--- config.mk ---
export PLATFORM = sky130hd
export DESIGN_NAME = frame_queue_top
export DESIGN_NICKNAME = d
export VERILOG_FILES = /design/src/verilog/fq_pkg.sv /design/src/verilog/packet_writer.sv /design/src/verilog/packet_buffer_ram.sv /design/src/verilog/tx_sequencer.sv /design/src/verilog/slot_streamer.sv /design/src/verilog/dibit_serializer.sv /design/src/verilog/frame_queue_top.sv
export SDC_FILE = /design/constraint.sdc
export NUM_CORES = 1
export LEC_CHECK = 0
export ABC_AREA = 1
export BUFFER_PORTS_ARGS = -buffer_cell sky130_fd_sc_hd__buf_4
export CAP_MARGIN = 20
export CORE_MARGIN = 2
export CORE_UTILIZATION = 41
export CTS_CLUSTER_SIZE = 12
export DETAILED_ROUTE_END_ITERATION = 10
export GPL_ROUTABILITY_DRIVEN = 0
export PLACE_DENSITY = 0.55
export SLEW_MARGIN = 20
export SYNTH_ARGS = -nofsm -noshare
export SYNTH_HDL_FRONTEND = slang
export SYNTH_SLANG_ARGS = --single-unit
--- constraint.sdc ---
create_clock -name clk -period 3.4 [get_ports clk]
set_input_delay 0.68 -clock clk [delete_from_list [all_inputs] [get_ports clk]]
set_output_delay 0.68 -clock clk [all_outputs]
set_load 0.01 [all_outputs]
--- src/verilog/fq_pkg.sv ---
/*
 * Shared types for the packet queue transmit path.
 * Byte and dibit widths are fixed here for every module.
 * Packet length, slot count and idle timeout are module parameters
 * and are set at the top level.
 */
package fq_pkg;

	// Bits per data byte
	localparam int BYTE_LEN = 8;

	// RMII transmits two bits per clock
	localparam int DIBIT_LEN = 2;

	localparam int DIBITS_PER_BYTE = BYTE_LEN / DIBIT_LEN;

	typedef logic [BYTE_LEN-1:0] byte_t;

	typedef logic [DIBIT_LEN-1:0] dibit_t;

	// Transmit sequencer states
	typedef enum logic [1:0] {
		TX_IDLE   = 2'd0,
		TX_START  = 2'd1,
		TX_ACTIVE = 2'd2
	} tx_state_e;

endpackage

--- src/verilog/packet_writer.sv ---
/*
 * Writes incoming bytes into the tail slot of the packet buffer.
 * The write path is combinational, so the RAM commits each byte on
 * the edge of its strobe. A packet that completes on a full queue
 * overwrites the same slot next time. A partial packet is thrown
 * away after IDLE_CYCLES quiet cycles. IDLE_CYCLES must be at least 2.
 */
`timescale 1ns/1ps

module packet_writer import fq_pkg::*; #(
	parameter int PKT_LEN     = 16,
	parameter int SLOT_COUNT  = 8,
	parameter int IDLE_CYCLES = 64
) (
	input  logic                                 clk,
	input  logic                                 rst,
	input  logic                                 in_valid,
	input  byte_t                                in_byte,
	input  logic [$clog2(SLOT_COUNT)-1:0]           head,
	output logic [$clog2(SLOT_COUNT)-1:0]           tail,
	output logic                                 wr_en,
	output logic [$clog2(PKT_LEN*SLOT_COUNT)-1:0] wr_addr,
	output byte_t                                wr_data
);

	localparam int SLOT_W = $clog2(SLOT_COUNT);
	localparam int OFF_W  = $clog2(PKT_LEN);
	localparam int IDLE_W = $clog2(IDLE_CYCLES);

	logic [OFF_W-1:0]  byte_cnt;
	logic [IDLE_W-1:0] idle_cnt;
	logic [SLOT_W-1:0] tail_next;
	logic              queue_full;
	logic              idle_expired;

	assign tail_next    = tail + 1'b1;
	assign queue_full   = (tail_next == head);
	assign idle_expired = (byte_cnt != '0) && (idle_cnt == IDLE_W'(IDLE_CYCLES - 1));

	// Byte offset within the slot forms the low address bits
	assign wr_en   = in_valid;
	assign wr_addr = {tail, byte_cnt};
	assign wr_data = in_byte;

	always_ff @(posedge clk) begin
		if (rst) begin
			byte_cnt <= '0;
			idle_cnt <= '0;
			tail     <= '0;
		end else if (in_valid) begin
			idle_cnt <= '0;
			if (byte_cnt == OFF_W'(PKT_LEN - 1)) begin
				byte_cnt <= '0;
				// On overflow the slot is reused and this packet is lost
				if (!queue_full)
					tail <= tail_next;
			end else begin
				byte_cnt <= byte_cnt + 1'b1;
			end
		end else if (idle_expired) begin
			// Stream went quiet mid packet
			byte_cnt <= '0;
			idle_cnt <= '0;
		end else if (byte_cnt != '0) begin
			idle_cnt <= idle_cnt + 1'b1;
		end
	end

endmodule

--- src/verilog/packet_buffer_ram.sv ---
/*
 * Simple dual-port byte RAM of PKT_LEN x SLOT_COUNT entries.
 * Read data is registered and arrives one cycle after rd_en,
 * together with rd_valid. Contents are not cleared by reset.
 */
`timescale 1ns/1ps

module packet_buffer_ram import fq_pkg::*; #(
	parameter int PKT_LEN    = 16,
	parameter int SLOT_COUNT = 8
) (
	input  logic                                 clk,
	input  logic                                 rst,
	input  logic                                 wr_en,
	input  logic [$clog2(PKT_LEN*SLOT_COUNT)-1:0] wr_addr,
	input  byte_t                                wr_data,
	input  logic                                 rd_en,
	input  logic [$clog2(PKT_LEN*SLOT_COUNT)-1:0] rd_addr,
	output logic                                 rd_valid,
	output byte_t                                rd_data
);

	byte_t mem [PKT_LEN * SLOT_COUNT];

	always_ff @(posedge clk) begin
		if (wr_en)
			mem[wr_addr] <= wr_data;
		if (rd_en)
			rd_data <= mem[rd_addr];
	end

	// Drops any read still in flight
	always_ff @(posedge clk) begin
		if (rst)
			rd_valid <= 1'b0;
		else
			rd_valid <= rd_en;
	end

endmodule

--- src/verilog/tx_sequencer.sv ---
/*
 * Owns the queue head and starts one slot transmission at a time.
 * tx_start is high for one cycle, in TX_START, and start_slot
 * follows head. The head advances only on pkt_done.
 */
`timescale 1ns/1ps

module tx_sequencer import fq_pkg::*; #(
	parameter int SLOT_COUNT = 8
) (
	input  logic                        clk,
	input  logic                        rst,
	input  logic [$clog2(SLOT_COUNT)-1:0] tail,
	input  logic                        pkt_done,
	output logic [$clog2(SLOT_COUNT)-1:0] head,
	output logic                        tx_start,
	output logic [$clog2(SLOT_COUNT)-1:0] start_slot
);

	tx_state_e state;

	assign tx_start   = (state == TX_START);
	assign start_slot = head;

	always_ff @(posedge clk) begin
		if (rst) begin
			state <= TX_IDLE;
			head  <= '0;
		end else begin
			case (state)
				TX_IDLE: begin
					// Queue holds a packet
					if (head != tail)
						state <= TX_START;
				end
				TX_START: state <= TX_ACTIVE;
				TX_ACTIVE: begin
					if (pkt_done) begin
						head  <= head + 1'b1;
						state <= TX_IDLE;
					end
				end
				default: state <= TX_IDLE;
			endcase
		end
	end

endmodule

--- src/verilog/slot_streamer.sv ---
/*
 * Streams the bytes of one slot from the packet buffer.
 * tx_start acts as the first byte request. Each later byte_req reads
 * one more byte, and byte_valid follows its request by two cycles.
 * pkt_done pulses once the serializer has taken the final byte,
 * which is signalled by the first byte_req after it was handed over.
 */
`timescale 1ns/1ps

module slot_streamer import fq_pkg::*; #(
	parameter int PKT_LEN    = 16,
	parameter int SLOT_COUNT = 8
) (
	input  logic                                 clk,
	input  logic                                 rst,
	input  logic                                 tx_start,
	input  logic [$clog2(SLOT_COUNT)-1:0]           start_slot,
	input  logic                                 byte_req,
	output logic                                 rd_en,
	output logic [$clog2(PKT_LEN*SLOT_COUNT)-1:0] rd_addr,
	input  logic                                 rd_valid,
	input  byte_t                                rd_data,
	output logic                                 byte_valid,
	output byte_t                                byte_data,
	output logic                                 last_byte,
	output logic                                 pkt_done
);

	localparam int OFF_W = $clog2(PKT_LEN);
	localparam int CNT_W = $clog2(PKT_LEN + 1);

	// Reads issued for the current slot
	logic [CNT_W-1:0] issue_cnt;
	// Bytes handed to the serializer
	logic [OFF_W-1:0] out_cnt;
	logic             last_sent;

	assign byte_valid = rd_valid;
	assign byte_data  = rd_data;
	assign last_byte  = rd_valid && (out_cnt == OFF_W'(PKT_LEN - 1));

	always_ff @(posedge clk) begin
		if (rst) begin
			rd_en     <= 1'b0;
			pkt_done  <= 1'b0;
			issue_cnt <= CNT_W'(PKT_LEN);
			out_cnt   <= '0;
			last_sent <= 1'b0;
		end else begin
			rd_en    <= 1'b0;
			pkt_done <= 1'b0;
			if (tx_start) begin
				rd_en     <= 1'b1;
				rd_addr   <= {start_slot, {OFF_W{1'b0}}};
				issue_cnt <= CNT_W'(1);
				out_cnt   <= '0;
				last_sent <= 1'b0;
			end else begin
				if (byte_req && issue_cnt != CNT_W'(PKT_LEN)) begin
					rd_en     <= 1'b1;
					rd_addr   <= rd_addr + 1'b1;
					issue_cnt <= issue_cnt + 1'b1;
				end
				if (rd_valid)
					out_cnt <= out_cnt + 1'b1;
				if (last_byte) begin
					last_sent <= 1'b1;
				end else if (byte_req && last_sent) begin
					pkt_done  <= 1'b1;
					last_sent <= 1'b0;
				end
			end
		end
	end

endmodule

--- src/verilog/dibit_serializer.sv ---
/*
 * Sends bytes as dibits, least significant first, with eth_txen high.
 * byte_req pulses on the first dibit of every byte. A byte that
 * arrives mid byte waits in a one-entry holding register, so bytes
 * chain without a gap. eth_txen drops after a byte tagged last_byte.
 */
`timescale 1ns/1ps

module dibit_serializer import fq_pkg::*; (
	input  logic   clk,
	input  logic   rst,
	input  logic   byte_valid,
	input  byte_t  byte_data,
	input  logic   last_byte,
	output logic   byte_req,
	output logic   eth_txen,
	output dibit_t eth_txd
);

	localparam int DCNT_W = $clog2(DIBITS_PER_BYTE);

	logic [BYTE_LEN-DIBIT_LEN-1:0] shreg;
	logic [DCNT_W-1:0]            dcnt;
	logic                         cur_last;
	byte_t                        hold_data;
	logic                         hold_last;
	logic                         hold_valid;
	logic                         end_of_byte;
	logic                         load_go;
	logic                         load_direct;
	byte_t                        src_data;
	logic                         src_last;

	assign end_of_byte = (dcnt == DCNT_W'(DIBITS_PER_BYTE - 1));
	// Start a byte when idle, or chain on the last dibit of a non-final byte
	assign load_go     = (!eth_txen || (end_of_byte && !cur_last)) && (hold_valid || byte_valid);
	assign load_direct = load_go && !hold_valid;
	assign src_data    = hold_valid ? hold_data : byte_data;
	assign src_last    = hold_valid ? hold_last : last_byte;

	always_ff @(posedge clk) begin
		if (byte_valid) begin
			hold_data <= byte_data;
			hold_last <= last_byte;
		end
	end

	always_ff @(posedge clk) begin
		if (rst) begin
			byte_req   <= 1'b0;
			eth_txen   <= 1'b0;
			eth_txd    <= '0;
			dcnt       <= '0;
			cur_last   <= 1'b0;
			hold_valid <= 1'b0;
		end else begin
			byte_req   <= load_go;
			hold_valid <= (hold_valid && !load_go) || (byte_valid && !load_direct);
			if (load_go) begin
				eth_txen <= 1'b1;
				eth_txd  <= src_data[DIBIT_LEN-1:0];
				shreg    <= src_data[BYTE_LEN-1:DIBIT_LEN];
				dcnt     <= '0;
				cur_last <= src_last;
			end else if (eth_txen && !end_of_byte) begin
				eth_txd <= shreg[DIBIT_LEN-1:0];
				shreg   <= shreg >> DIBIT_LEN;
				dcnt    <= dcnt + 1'b1;
			end else if (eth_txen) begin
				// End of frame, or no byte ready
				eth_txen <= 1'b0;
				eth_txd  <= '0;
			end
		end
	end

endmodule

--- src/verilog/frame_queue_top.sv ---
/*
 * Packet queue with an RMII style transmitter.
 * Incoming bytes are plain strobes with no back-pressure.
 * PKT_LEN and SLOT_COUNT must be powers of two, and the queue
 * holds at most SLOT_COUNT - 1 packets. A packet that completes while
 * the queue is full is lost.
 */
`timescale 1ns/1ps

module frame_queue_top import fq_pkg::*; #(
	parameter int PKT_LEN     = 16,
	parameter int SLOT_COUNT  = 8,
	parameter int IDLE_CYCLES = 64
) (
	input  logic   clk,
	input  logic   rst,
	input  logic   in_valid,
	input  byte_t  in_byte,
	output logic   eth_txen,
	output dibit_t eth_txd
);

	localparam int SLOT_W = $clog2(SLOT_COUNT);
	localparam int ADDR_W = $clog2(PKT_LEN * SLOT_COUNT);

	// Queue pointers
	logic [SLOT_W-1:0] head;
	logic [SLOT_W-1:0] tail;
	logic [SLOT_W-1:0] start_slot;

	// Packet buffer ports
	logic              wr_en;
	logic [ADDR_W-1:0] wr_addr;
	byte_t             wr_data;
	logic              rd_en;
	logic [ADDR_W-1:0] rd_addr;
	logic              rd_valid;
	byte_t             rd_data;

	// Transmit control
	logic  tx_start;
	logic  pkt_done;
	logic  byte_req;
	logic  byte_valid;
	byte_t byte_data;
	logic  last_byte;

	packet_writer #(
		.PKT_LEN(PKT_LEN),
		.SLOT_COUNT(SLOT_COUNT),
		.IDLE_CYCLES(IDLE_CYCLES)
	) u_writer (
		.clk(clk),
		.rst(rst),
		.in_valid(in_valid),
		.in_byte(in_byte),
		.head(head),
		.tail(tail),
		.wr_en(wr_en),
		.wr_addr(wr_addr),
		.wr_data(wr_data)
	);

	packet_buffer_ram #(
		.PKT_LEN(PKT_LEN),
		.SLOT_COUNT(SLOT_COUNT)
	) u_ram (
		.clk(clk),
		.rst(rst),
		.wr_en(wr_en),
		.wr_addr(wr_addr),
		.wr_data(wr_data),
		.rd_en(rd_en),
		.rd_addr(rd_addr),
		.rd_valid(rd_valid),
		.rd_data(rd_data)
	);

	tx_sequencer #(
		.SLOT_COUNT(SLOT_COUNT)
	) u_seq (
		.clk(clk),
		.rst(rst),
		.tail(tail),
		.pkt_done(pkt_done),
		.head(head),
		.tx_start(tx_start),
		.start_slot(start_slot)
	);

	slot_streamer #(
		.PKT_LEN(PKT_LEN),
		.SLOT_COUNT(SLOT_COUNT)
	) u_streamer (
		.clk(clk),
		.rst(rst),
		.tx_start(tx_start),
		.start_slot(start_slot),
		.byte_req(byte_req),
		.rd_en(rd_en),
		.rd_addr(rd_addr),
		.rd_valid(rd_valid),
		.rd_data(rd_data),
		.byte_valid(byte_valid),
		.byte_data(byte_data),
		.last_byte(last_byte),
		.pkt_done(pkt_done)
	);

	dibit_serializer u_serializer (
		.clk(clk),
		.rst(rst),
		.byte_valid(byte_valid),
		.byte_data(byte_data),
		.last_byte(last_byte),
		.byte_req(byte_req),
		.eth_txen(eth_txen),
		.eth_txd(eth_txd)
	);

endmodule

After elaboration in Yosys (flattened, before gate mapping)
Memory sizes are Yosys's and may differ from the RTL's. A register that Yosys moved wholly into a read port is not among the register bits.
Index checks and enable logic that the tools add are counted.
{"block": "op_classes", "n_lt_le_gt_ge": 0, "n_shift": 0, "n_addsub": 8, "n_eq_ne": 12, "n_reduce_logical": 35, "mul": 0, "n_bitwise": 2, "div_mod_pow": 0, "muxes": 26}
{"operator": "$mux W7", "n": 2}
{"operator": "$mux W4", "n": 3}
{"operator": "$mux W6", "n": 2}
{"operator": "$logic_and A1 B1 Y1", "n": 10}
{"operator": "$mux W1", "n": 10}
{"operator": "$mux W2", "n": 5}
{"operator": "$mux W5", "n": 2}
{"operator": "$add A4 B1 Y4 const B", "n": 2}
{"operator": "$eq A4 B4 Y1 const B", "n": 2}
{"operator": "$mux W8", "n": 1}
{"operator": "$reduce_and A2 Y1", "n": 4}
{"operator": "$reduce_bool A2 Y1", "n": 4}
{"operator": "$add A7 B1 Y7 const B", "n": 1}
{"operator": "$add A3 B1 Y3 const B", "n": 2}
{"operator": "$add A6 B1 Y6 const B", "n": 1}
{"operator": "$eq A6 B6 Y1 const B", "n": 1}
{"operator": "$logic_not A1 Y1", "n": 6}
{"operator": "$ne A2 B1 Y1 const B", "n": 3}
{"operator": "$pmux W2 S3", "n": 1}
{"operator": "$reduce_or A3 Y1", "n": 2}
{"operator": "$add A5 B1 Y5 const B", "n": 1}
{"operator": "$ne A5 B5 Y1 const B", "n": 1}
{"operator": "$eq A2 B2 Y1 const B", "n": 2}
{"operator": "$reduce_bool A4 Y1", "n": 1}
{"operator": "other kinds (10)", "n": 14}
{"block": "totals", "wordCells": 107, "latch_bits": 0, "inputBits": 11, "regBits": 61, "memories": 1, "rom_bits": 0, "mem_bits_rw": 1024, "out_inout_bits": 3}
{"name": "u_ram.mem", "depth": 128, "width": 8, "read_ports": 1, "rd_clocked_by_memory_dff": 1, "wr": 1, "line_no": "packet_buffer_ram.sv:23", "source": "byte_t mem [PKT_LEN * SLOT_COUNT];"}

Depth between registers and ports, before layout
Gate-level depths: netlist of the first run.
{"block": "logic_depth", "depth_word": 8, "ltp_mapped": 17, "depth_no_buf": 13}

Hierarchy
Synthesis of the first run repeated with hierarchy kept, for this count alone.
{"block": "unflattened", "hier_cells": 3977, "area_unflattened_um2": 45498.6}
{"module": "packet_buffer_ram", "area_each_um2": 42315.6, "seq_area_each_um2": 31009.7, "n_inst": 1, "cells_per_inst": 3578}
{"module": "slot_streamer", "area_each_um2": 1027.2, "seq_area_each_um2": 450.4, "n_inst": 1, "cells_per_inst": 127}
{"module": "dibit_serializer", "area_each_um2": 983.4, "seq_area_each_um2": 610.6, "n_inst": 1, "cells_per_inst": 107}
{"module": "packet_writer", "area_each_um2": 875.8, "seq_area_each_um2": 260.2, "n_inst": 1, "cells_per_inst": 119}
{"module": "tx_sequencer", "area_each_um2": 296.5, "seq_area_each_um2": 100.1, "n_inst": 1, "cells_per_inst": 46}

Worst setup path before layout of the first run
OpenSTA, ideal clock, no wires.
{"block": "synth_path", "path_kind": "input to register", "from": "in in_valid", "to": "mem u_ram.mem[109][0] (netlist bit), enable pin", "setup_time_ns": 0.370, "stages": 5, "required_ns": 3.030, "arrival_ns": 1.892, "path_slack_ns": 1.138, "n_path_buf": 3, "path_cell_list": "clkbuf_1 clkbuf_1 nand2_1 clkbuf_1 nor2_1"}
{"block": "synth_via", "elab_chain_cells": 2}
{"element": "from (decl)", "line_no": "frame_queue_top.sv:17", "source": "input logic in_valid,"}
{"element": "$mux W1", "line_no": "packet_buffer_ram.sv:26", "source": "if (wr_en)"}
{"element": "$mux W1 (not written as such)", "line_no": "packet_buffer_ram.sv:27", "source": "mem[wr_addr] <= wr_data;"}
{"element": "to (decl)", "line_no": "packet_buffer_ram.sv:23"}
Every way passes these cells.

==> results of run 1 <==
-- worst max path at each step --
| stage | to | slack, ns | cells past startpoint |
|---|---|---|---|
| floorplan | u_ram.mem[109][0] | 1.14 | 5 |
| global placement | u_ram.rd_data[2] | 0.30 | 12 |
| detailed placement | u_ram.rd_data[2] | 0.30 | 12 |
| CTS | u_ram.rd_data[2] | 0.27 | 12 |
| global route | u_ram.rd_data[2] | 0.14 | 11 |
| finish | u_ram.rd_data[7] | 0.30 | 11 |
-- sequential cells by signal, summed over array words and instances, names as in the netlist, 3 cells and up --
signal and cells:
u_ram.mem 1024, u_ram.rd_data 8, u_serializer.hold_data 8, u_streamer.rd_addr 7, u_serializer.shreg 6, u_writer.idle_cnt 6
u_streamer.issue_cnt 5, u_streamer.out_cnt 4, u_writer.byte_cnt 4, u_seq.head 3, u_writer.tail 3
-- cells in the final DEF (no fill, tap or decap), drive strengths merged --
master / netlist / layout
clkinv: 5 / 71
buf: 109 / 166
o22ai: 1 / 1
nand3b: 1 / 1
nor3: 15 / 15
nand4: 4 / 4
o21a: 1 / 1
and3: 1 / 1
nand3: 417 / 417
nand2: 1361 / 1361
o32ai: 1 / 1
o21ai: 204 / 204
inv: 505 / 511
edfxtp: 1054 / 1054
clkinvlp: 0 / 1
or2: 6 / 6
a31oi: 5 / 5
o211ai: 10 / 10
xnor2: 5 / 5
dfxtp: 39 / 39
nor3b: 4 / 4
ha: 10 / 10
xor2: 6 / 6
bufinv: 0 / 3
nor2: 601 / 601
a21oi: 51 / 51
clkbuf: 115 / 143
nor4: 3 / 3
-- cell type report --
| cell class | instances | area [µm²] | share of cell area, % |
|---|---|---|---|
| inverters | 510 | 1929 | 3.663 |
| flip-flops and latches | 1093 | 32430 | 61.57 |
| repair buffers | 166 | 1598 | 3.033 |
| clock inverters | 76 | 488.0 | 0.9263 |
| multi-input cells | 2707 | 11290 | 21.42 |
| well taps | 1500 | 1877 | 3.563 |
| clock buffers | 143 | 3068 | 5.824 |
-- where the power goes --
| part | internal, mW | total, mW | leakage [nW] | switching (mW) |
|---|---|---|---|---|
| clock network | 6.63 | 11.9 | 1.76 | 5.30 |
| registers | 14.8 | 14.8 | 9.79 | 0.00765 |
| logic | 0.0520 | 0.375 | 9.31 | 0.323 |
| total | 21.4 | 27.1 | 20.9 | 5.63 |
-- metrics by stage --
stage	cells	total power, mW	hold WS, ns
after floorplan	4534	15.11	0.4001
after global placement	5977	15.43	0.4104
after detailed placement	5977	15.43	0.4167
after CTS	6196	27.28	0.2479
after global routing	6195	27.79	0.2797
final	6195	27.07	0.2943
-- layer usage --
layer  vias up  GRT usage (%)
met5         -              0
met4         0          5.589
met3       178          3.289
met2       914          35.12
met1     15160          31.06
li1      14980              -
-- worst max-delay path: stages, from the launching register on --
cell and delay, ns:
edfxtp_1 0.58, inv_8 0.52, buf_12 0.29, buf_12 0.23
o21ai_0 0.12, nand2_1 0.11, nor2_1 0.05, nor2_1 0.32
nor2_1 0.09, nor2_1 0.32, nor2_1 0.16, nor2_1 0.12
-- cells by family (layout without fill, tap and decap cells) --
family | count (synthesis) | count (layout) | share of synthesized area, %
AOI/OAI and AO/OA | 273 | 273 | 3.008
xor gates and xnor gates | 11 | 11 | 0.2062
adders and majority gates | 10 | 10 | 0.2678
buffers and inverters | 734 | 895 | 6.436
DFF | 1093 | 1093 | 69.42
and+or+nand+nor | 2413 | 2413 | 20.66
==> impl_metrics.yaml, run 1 <==
run_status:
  status: "complete, no violations"
cells_and_area:
  fin_util_pct: 46.70
  antenna_cells: 0
  nFillCells: 10430
  nets: 4617
  drive_gt1_share_pct: 7.263
  syn_to_final_growth_pct: 12.76
  stdcell_area_um2: 52680
logic_synthesis:
  ys_warn_count: 0
  yosysTopAreaCellShare_pct: 67.75
  synth_largest_area_cell: "edfxtp_1"
  synthCells: 4534
  yosysMostFrequentCell: "nand2_1"
  synth_flop_cell: "edfxtp_1"
  synthTopCellsByCount: "nand2_1, edfxtp_1, nor2_1"
  ys_types: 32
  async_reset_ff_share_pct: 0
  synth_area_leaders: "edfxtp_1, nand2_1, nor2_1"
  yosysSeqAreaShare_pct: 69.42
  synth-seq-cells: 1093
  syn_avg_cell_area_um2: 10.30
  synth_nets: 4555
  synth_edf_count: 1054
  syn_area_um2: 46720
floorplan:
  die-area_um2: 116700
  coreArea_um2: 112800
  die_w_um: 341.6
  initial_core_util_pct: 41.41
  fp.dieH_um: 341.6
  rows: 123
  ios: 14
clocking:
  htree_levels: 3
  ctsLongestPathBuffers: 3
  cts_sinks: 1093
  postCtsSetupRepairBufs: 0
  cts_root_buf: "clkbuf_16"
  cts_tree: "done"
  cts_buffers: 118
  holdBufCountCts: 0
  clock_latency_ns: 0.71
  cts_resized: 0
  cts.clk_slew.worst_paths_ns: 0.06
pwr:
  vdd_drop_max_mv: 0.4075
  p_leak_nw: 20.87
  p_per_area_nw_per_um2: 513.9
global_route:
  grt_pass1_wl_um: 191600
  antenna_found_initial: 1
  grt_pass1_vias: 29750
  grt_usage_pct: 21.82
  grt_max_degree: 129
  grt_overflow: 0
placement:
  post-place-ws_ns: 0.2954
  post_dp_cell_area_um2: 49120
  port-buffer-count: 13
  dp_hpwl_um: 74640
setup_path:
  path_class: "register to register"
  reg2reg_from: "u_streamer.rd_addr[0]"
  end_kind: "register"
  r2r_end: "u_ram.rd_data[7]"
  crit_path_max_fanout: 81
  worst_r2r_path_depth: 11
  worstPathArrival_ns: 3.67
  critPathLaunch: "u_streamer.rd_addr[0]"
  start_kind: "register"
  critical_path_required_ns: 3.98
  r2r_setup_slack_ns: 0.30
route:
  viasPerCell: 5.042
  top_layer: "met4"
  num_vias: 31230
  ant_nets: 0
  wl_met2_um: 59770
  wl_per_cell_um: 20.63
  drt_wl_total_um: 127800
  drt_iter0_drc: 2946
  wl_met3_um: 7700
  drc: 0
  first_pass_iters: 7
  m1WireLength_um: 57430
sta:
  setup_viol: 0
  relSlewSlack_pct: 25.09
  slew_viol_final: 0
  max_clock_freq_mhz: 322.7
  finalCritPeriodShare_pct: 91.13
  period_needed_ns: 3.098
  fin_ws_ns: 0.3016
  hold_viol: 0
  tightest_slew_ns: 1.121
  setup_tns_ns: 0
  fin_worst_skew_ns: 0.02733
  rsz0062_at_grt: "no"
worst_hold_path:
  hold_path_depth: 2
  min_to: "u_seq.state[1]"
  hold_start: "rst"
  min-delay-path-class: "primary input to register"
job:
  max_cap_violations: 0
No activity file was read; power rests on OpenSTA's default activity.
==> inputs of run 2 (changes only) <==
SETUP_SLACK_MARGIN = 0.4   (was default)
==> run 2 against run 1 <==
Compared with the run above:
- hold slack improved by 0.0030 ns
- final cell count rose by 0.19%
- largest power group unchanged
- non-clock buffer count rose by 9
- total power barely moved
- wire length rose by 1.1%
- final area rose by 0.27%
- global-route usage rose by 0.088 points
- combinational power barely moved
- setup slack improved by 0.25 ns
- register-to-register slack improved by 0.25 ns
- critical endpoint unchanged
==> impl_metrics.yaml, run 2 (synthesized netlist as in run 1, its figures left out) <==
global_route:
  grt_usage_pct: 21.91
  grt_max_degree: 129
  grt_pass1_wl_um: 192200
  antenna_found_initial: 1
  grt_overflow: 0
  grt_pass1_vias: 29770
floorplan:
  rows: 123
  die_w_um: 341.6
  ios: 14
  die-area_um2: 116700
  coreArea_um2: 112800
  fp.dieH_um: 341.6
  initial_core_util_pct: 41.41
cells_and_area:
  syn_to_final_growth_pct: 13.06
  layout_common_cells: "nand2_1, edfxtp_1, nor2_1"
  drive_gt1_share_pct: 7.544
  nets: 4628
  reg_top3: "u_ram.mem x1024, u_ram.rd_data x8, u_serializer.hold_data x8"
  nFillCells: 10410
  seqCellArea_um2: 32430
  final_common_cell: "nand2_1"
  top_register: "u_ram.mem"
  largest_register_ffs: 1024
  multiInputGateArea_um2: 11290
  fin_util_pct: 46.82
clocking:
  cts_sinks: 1093
  ctsLongestPathBuffers: 3
  clock_latency_ns: 0.71
  holdBufCountCts: 0
  cts_tree: "done"
  cts_buffers: 118
  cts_root_buf: "clkbuf_16"
  cts.clk_slew.worst_paths_ns: 0.06
  htree_levels: 3
sta:
  relSlewSlack_pct: 29.07
  setup_tns_ns: 0
  max_clock_freq_mhz: 351.5
  hold_viol: 0
  setup_viol: 0
  slew_viol_final: 0
  fin_worst_skew_ns: 0.02622
  tightest_slew_ns: 1.064
  fin_ws_ns: 0.5550
  rsz0062_at_grt: "no"
  period_needed_ns: 2.845
  finalCritPeriodShare_pct: 83.68
route:
  drt_wl_total_um: 129200
  first_pass_iters: 6
  viasPerCell: 5.036
  wl_per_cell_um: 20.82
  ant_nets: 0
  num_vias: 31260
  drc: 0
  drt_iter0_drc: 3012
setup_path:
  reg2reg_from: "u_streamer.rd_addr[0]"
  worst_r2r_path_depth: 12
  end_kind: "register"
  worstPathArrival_ns: 3.42
  critical_path_required_ns: 3.98
  crit_path_max_fanout: 81
  endpoint: "u_ram.rd_data[7]"
  r2r_end: "u_ram.rd_data[7]"
  crit_path_top_delay_cell: "edfxtp_1"
  critPathLaunch: "u_streamer.rd_addr[0]"
  start_kind: "register"
  crit_top_cell: "nor2_1"
  r2r_setup_slack_ns: 0.56
  max_stage_delay_ns: 0.39
  critical_path.cell_chain: "buf_4 > inv_12 > buf_12 > buf_12 > o21ai_0 > nand2_1 > nor2_1 > nor2_1 > nor2_1 > nor2_1 > nor2_1 > nor2_1"
  path_class: "register to register"
job:
  max_cap_violations: 0
placement:
  port-buffer-count: 13
  dp_hpwl_um: 74640
  post-place-ws_ns: 0.2954
pwr:
  power_mw: 27.08
  p_int_mw: 21.44
  p_sw_share_pct: 20.82
  pwr-share-comb_pct: 1.4
  vdd_drop_max_mv: 0.4052
  pwr-share-clk_pct: 44.1
  p_per_area_nw_per_um2: 512.8
  p_leak_nw: 20.94
  power_frac_seq_pct: 54.5
  switchingPower_mw: 5.638
run_status:
  status: "complete, no violations"
worst_hold_path:
  min-delay-path-class: "primary input to register"
## run 2: layout make-up
cell class / count / share of cell area (%)
Clock buffer: 143 / 5.809
Antenna cell: 1 / 0.004738
Tap cell: 1500 / 3.553
Timing Repair inverter: 2 / 0.03317
Timing Repair Buffer: 175 / 3.193
Clock inverter: 76 / 0.9239
Inverter: 510 / 3.698
Multi-Input combinational cell: 2707 / 21.38
Sequential cell: 1093 / 61.40
## run 2: worst min-delay path by stage
stage                   start              to  slack, ns  cells after the start
6_report                  rst  u_seq.state[1]       0.30                      2
3_3_place_gp   u_seq.state[0]  u_seq.state[0]       0.41                      1
4_1_cts                   rst  u_seq.state[1]       0.25                      2
2_1_floorplan  u_seq.state[0]  u_seq.state[0]       0.40                      1
3_5_place_dp   u_seq.state[0]  u_seq.state[0]       0.42                      1
5_1_grt                   rst  u_seq.state[1]       0.28                      2
## run 2: routing by layer
| layer | vias up | global-route usage, % | share of wire, % |
|---|---|---|---|
| met2 | 914 | 35.28 | 47 |
| met1 | 15150 | 31.19 | 45 |
| met4 | 0 | 5.589 | 2.3 |
| met3 | 181 | 3.289 | 6.1 |
| met5 | - | 0 | 0 |
| li1 | 15010 | - | - |
## run 2: power groups by stage
stage          clock [mW]  combinational (mW)  sequential, mW
6_report             11.9               0.375            14.8
5_1_grt              12.6               0.403            14.8
4_1_cts              12.1               0.379            14.8
3_5_place_dp            0               0.378            15.1
3_3_place_gp            0               0.374            15.1
2_1_floorplan           0              0.0509            15.1
## run 2: metrics by stage
stage / hold WS, ns / area [µm²] / cells
6_report: 0.2973 / 52820 / 6207
5_1_grt: 0.2797 / 52810 / 6206
4_1_cts: 0.2479 / 52740 / 6201
3_5_place_dp: 0.4167 / 49120 / 5977
3_3_place_gp: 0.4104 / 49120 / 5977
2_1_floorplan: 0.4001 / 46720 / 4534
## run 2: what timing repair did
item	in CTS	in global routing
setup endpoints to repair	5	62
gates cloned	1	2
gates resized for setup	1	6
setup buffers	4	3
## run 2: critical path: cells and delay by family (launching register included)
family	cells	cell delay, ns
buf+inv	4	0.99
simple gates	7	1.16
compound gates	1	0.12
flops	1	0.39
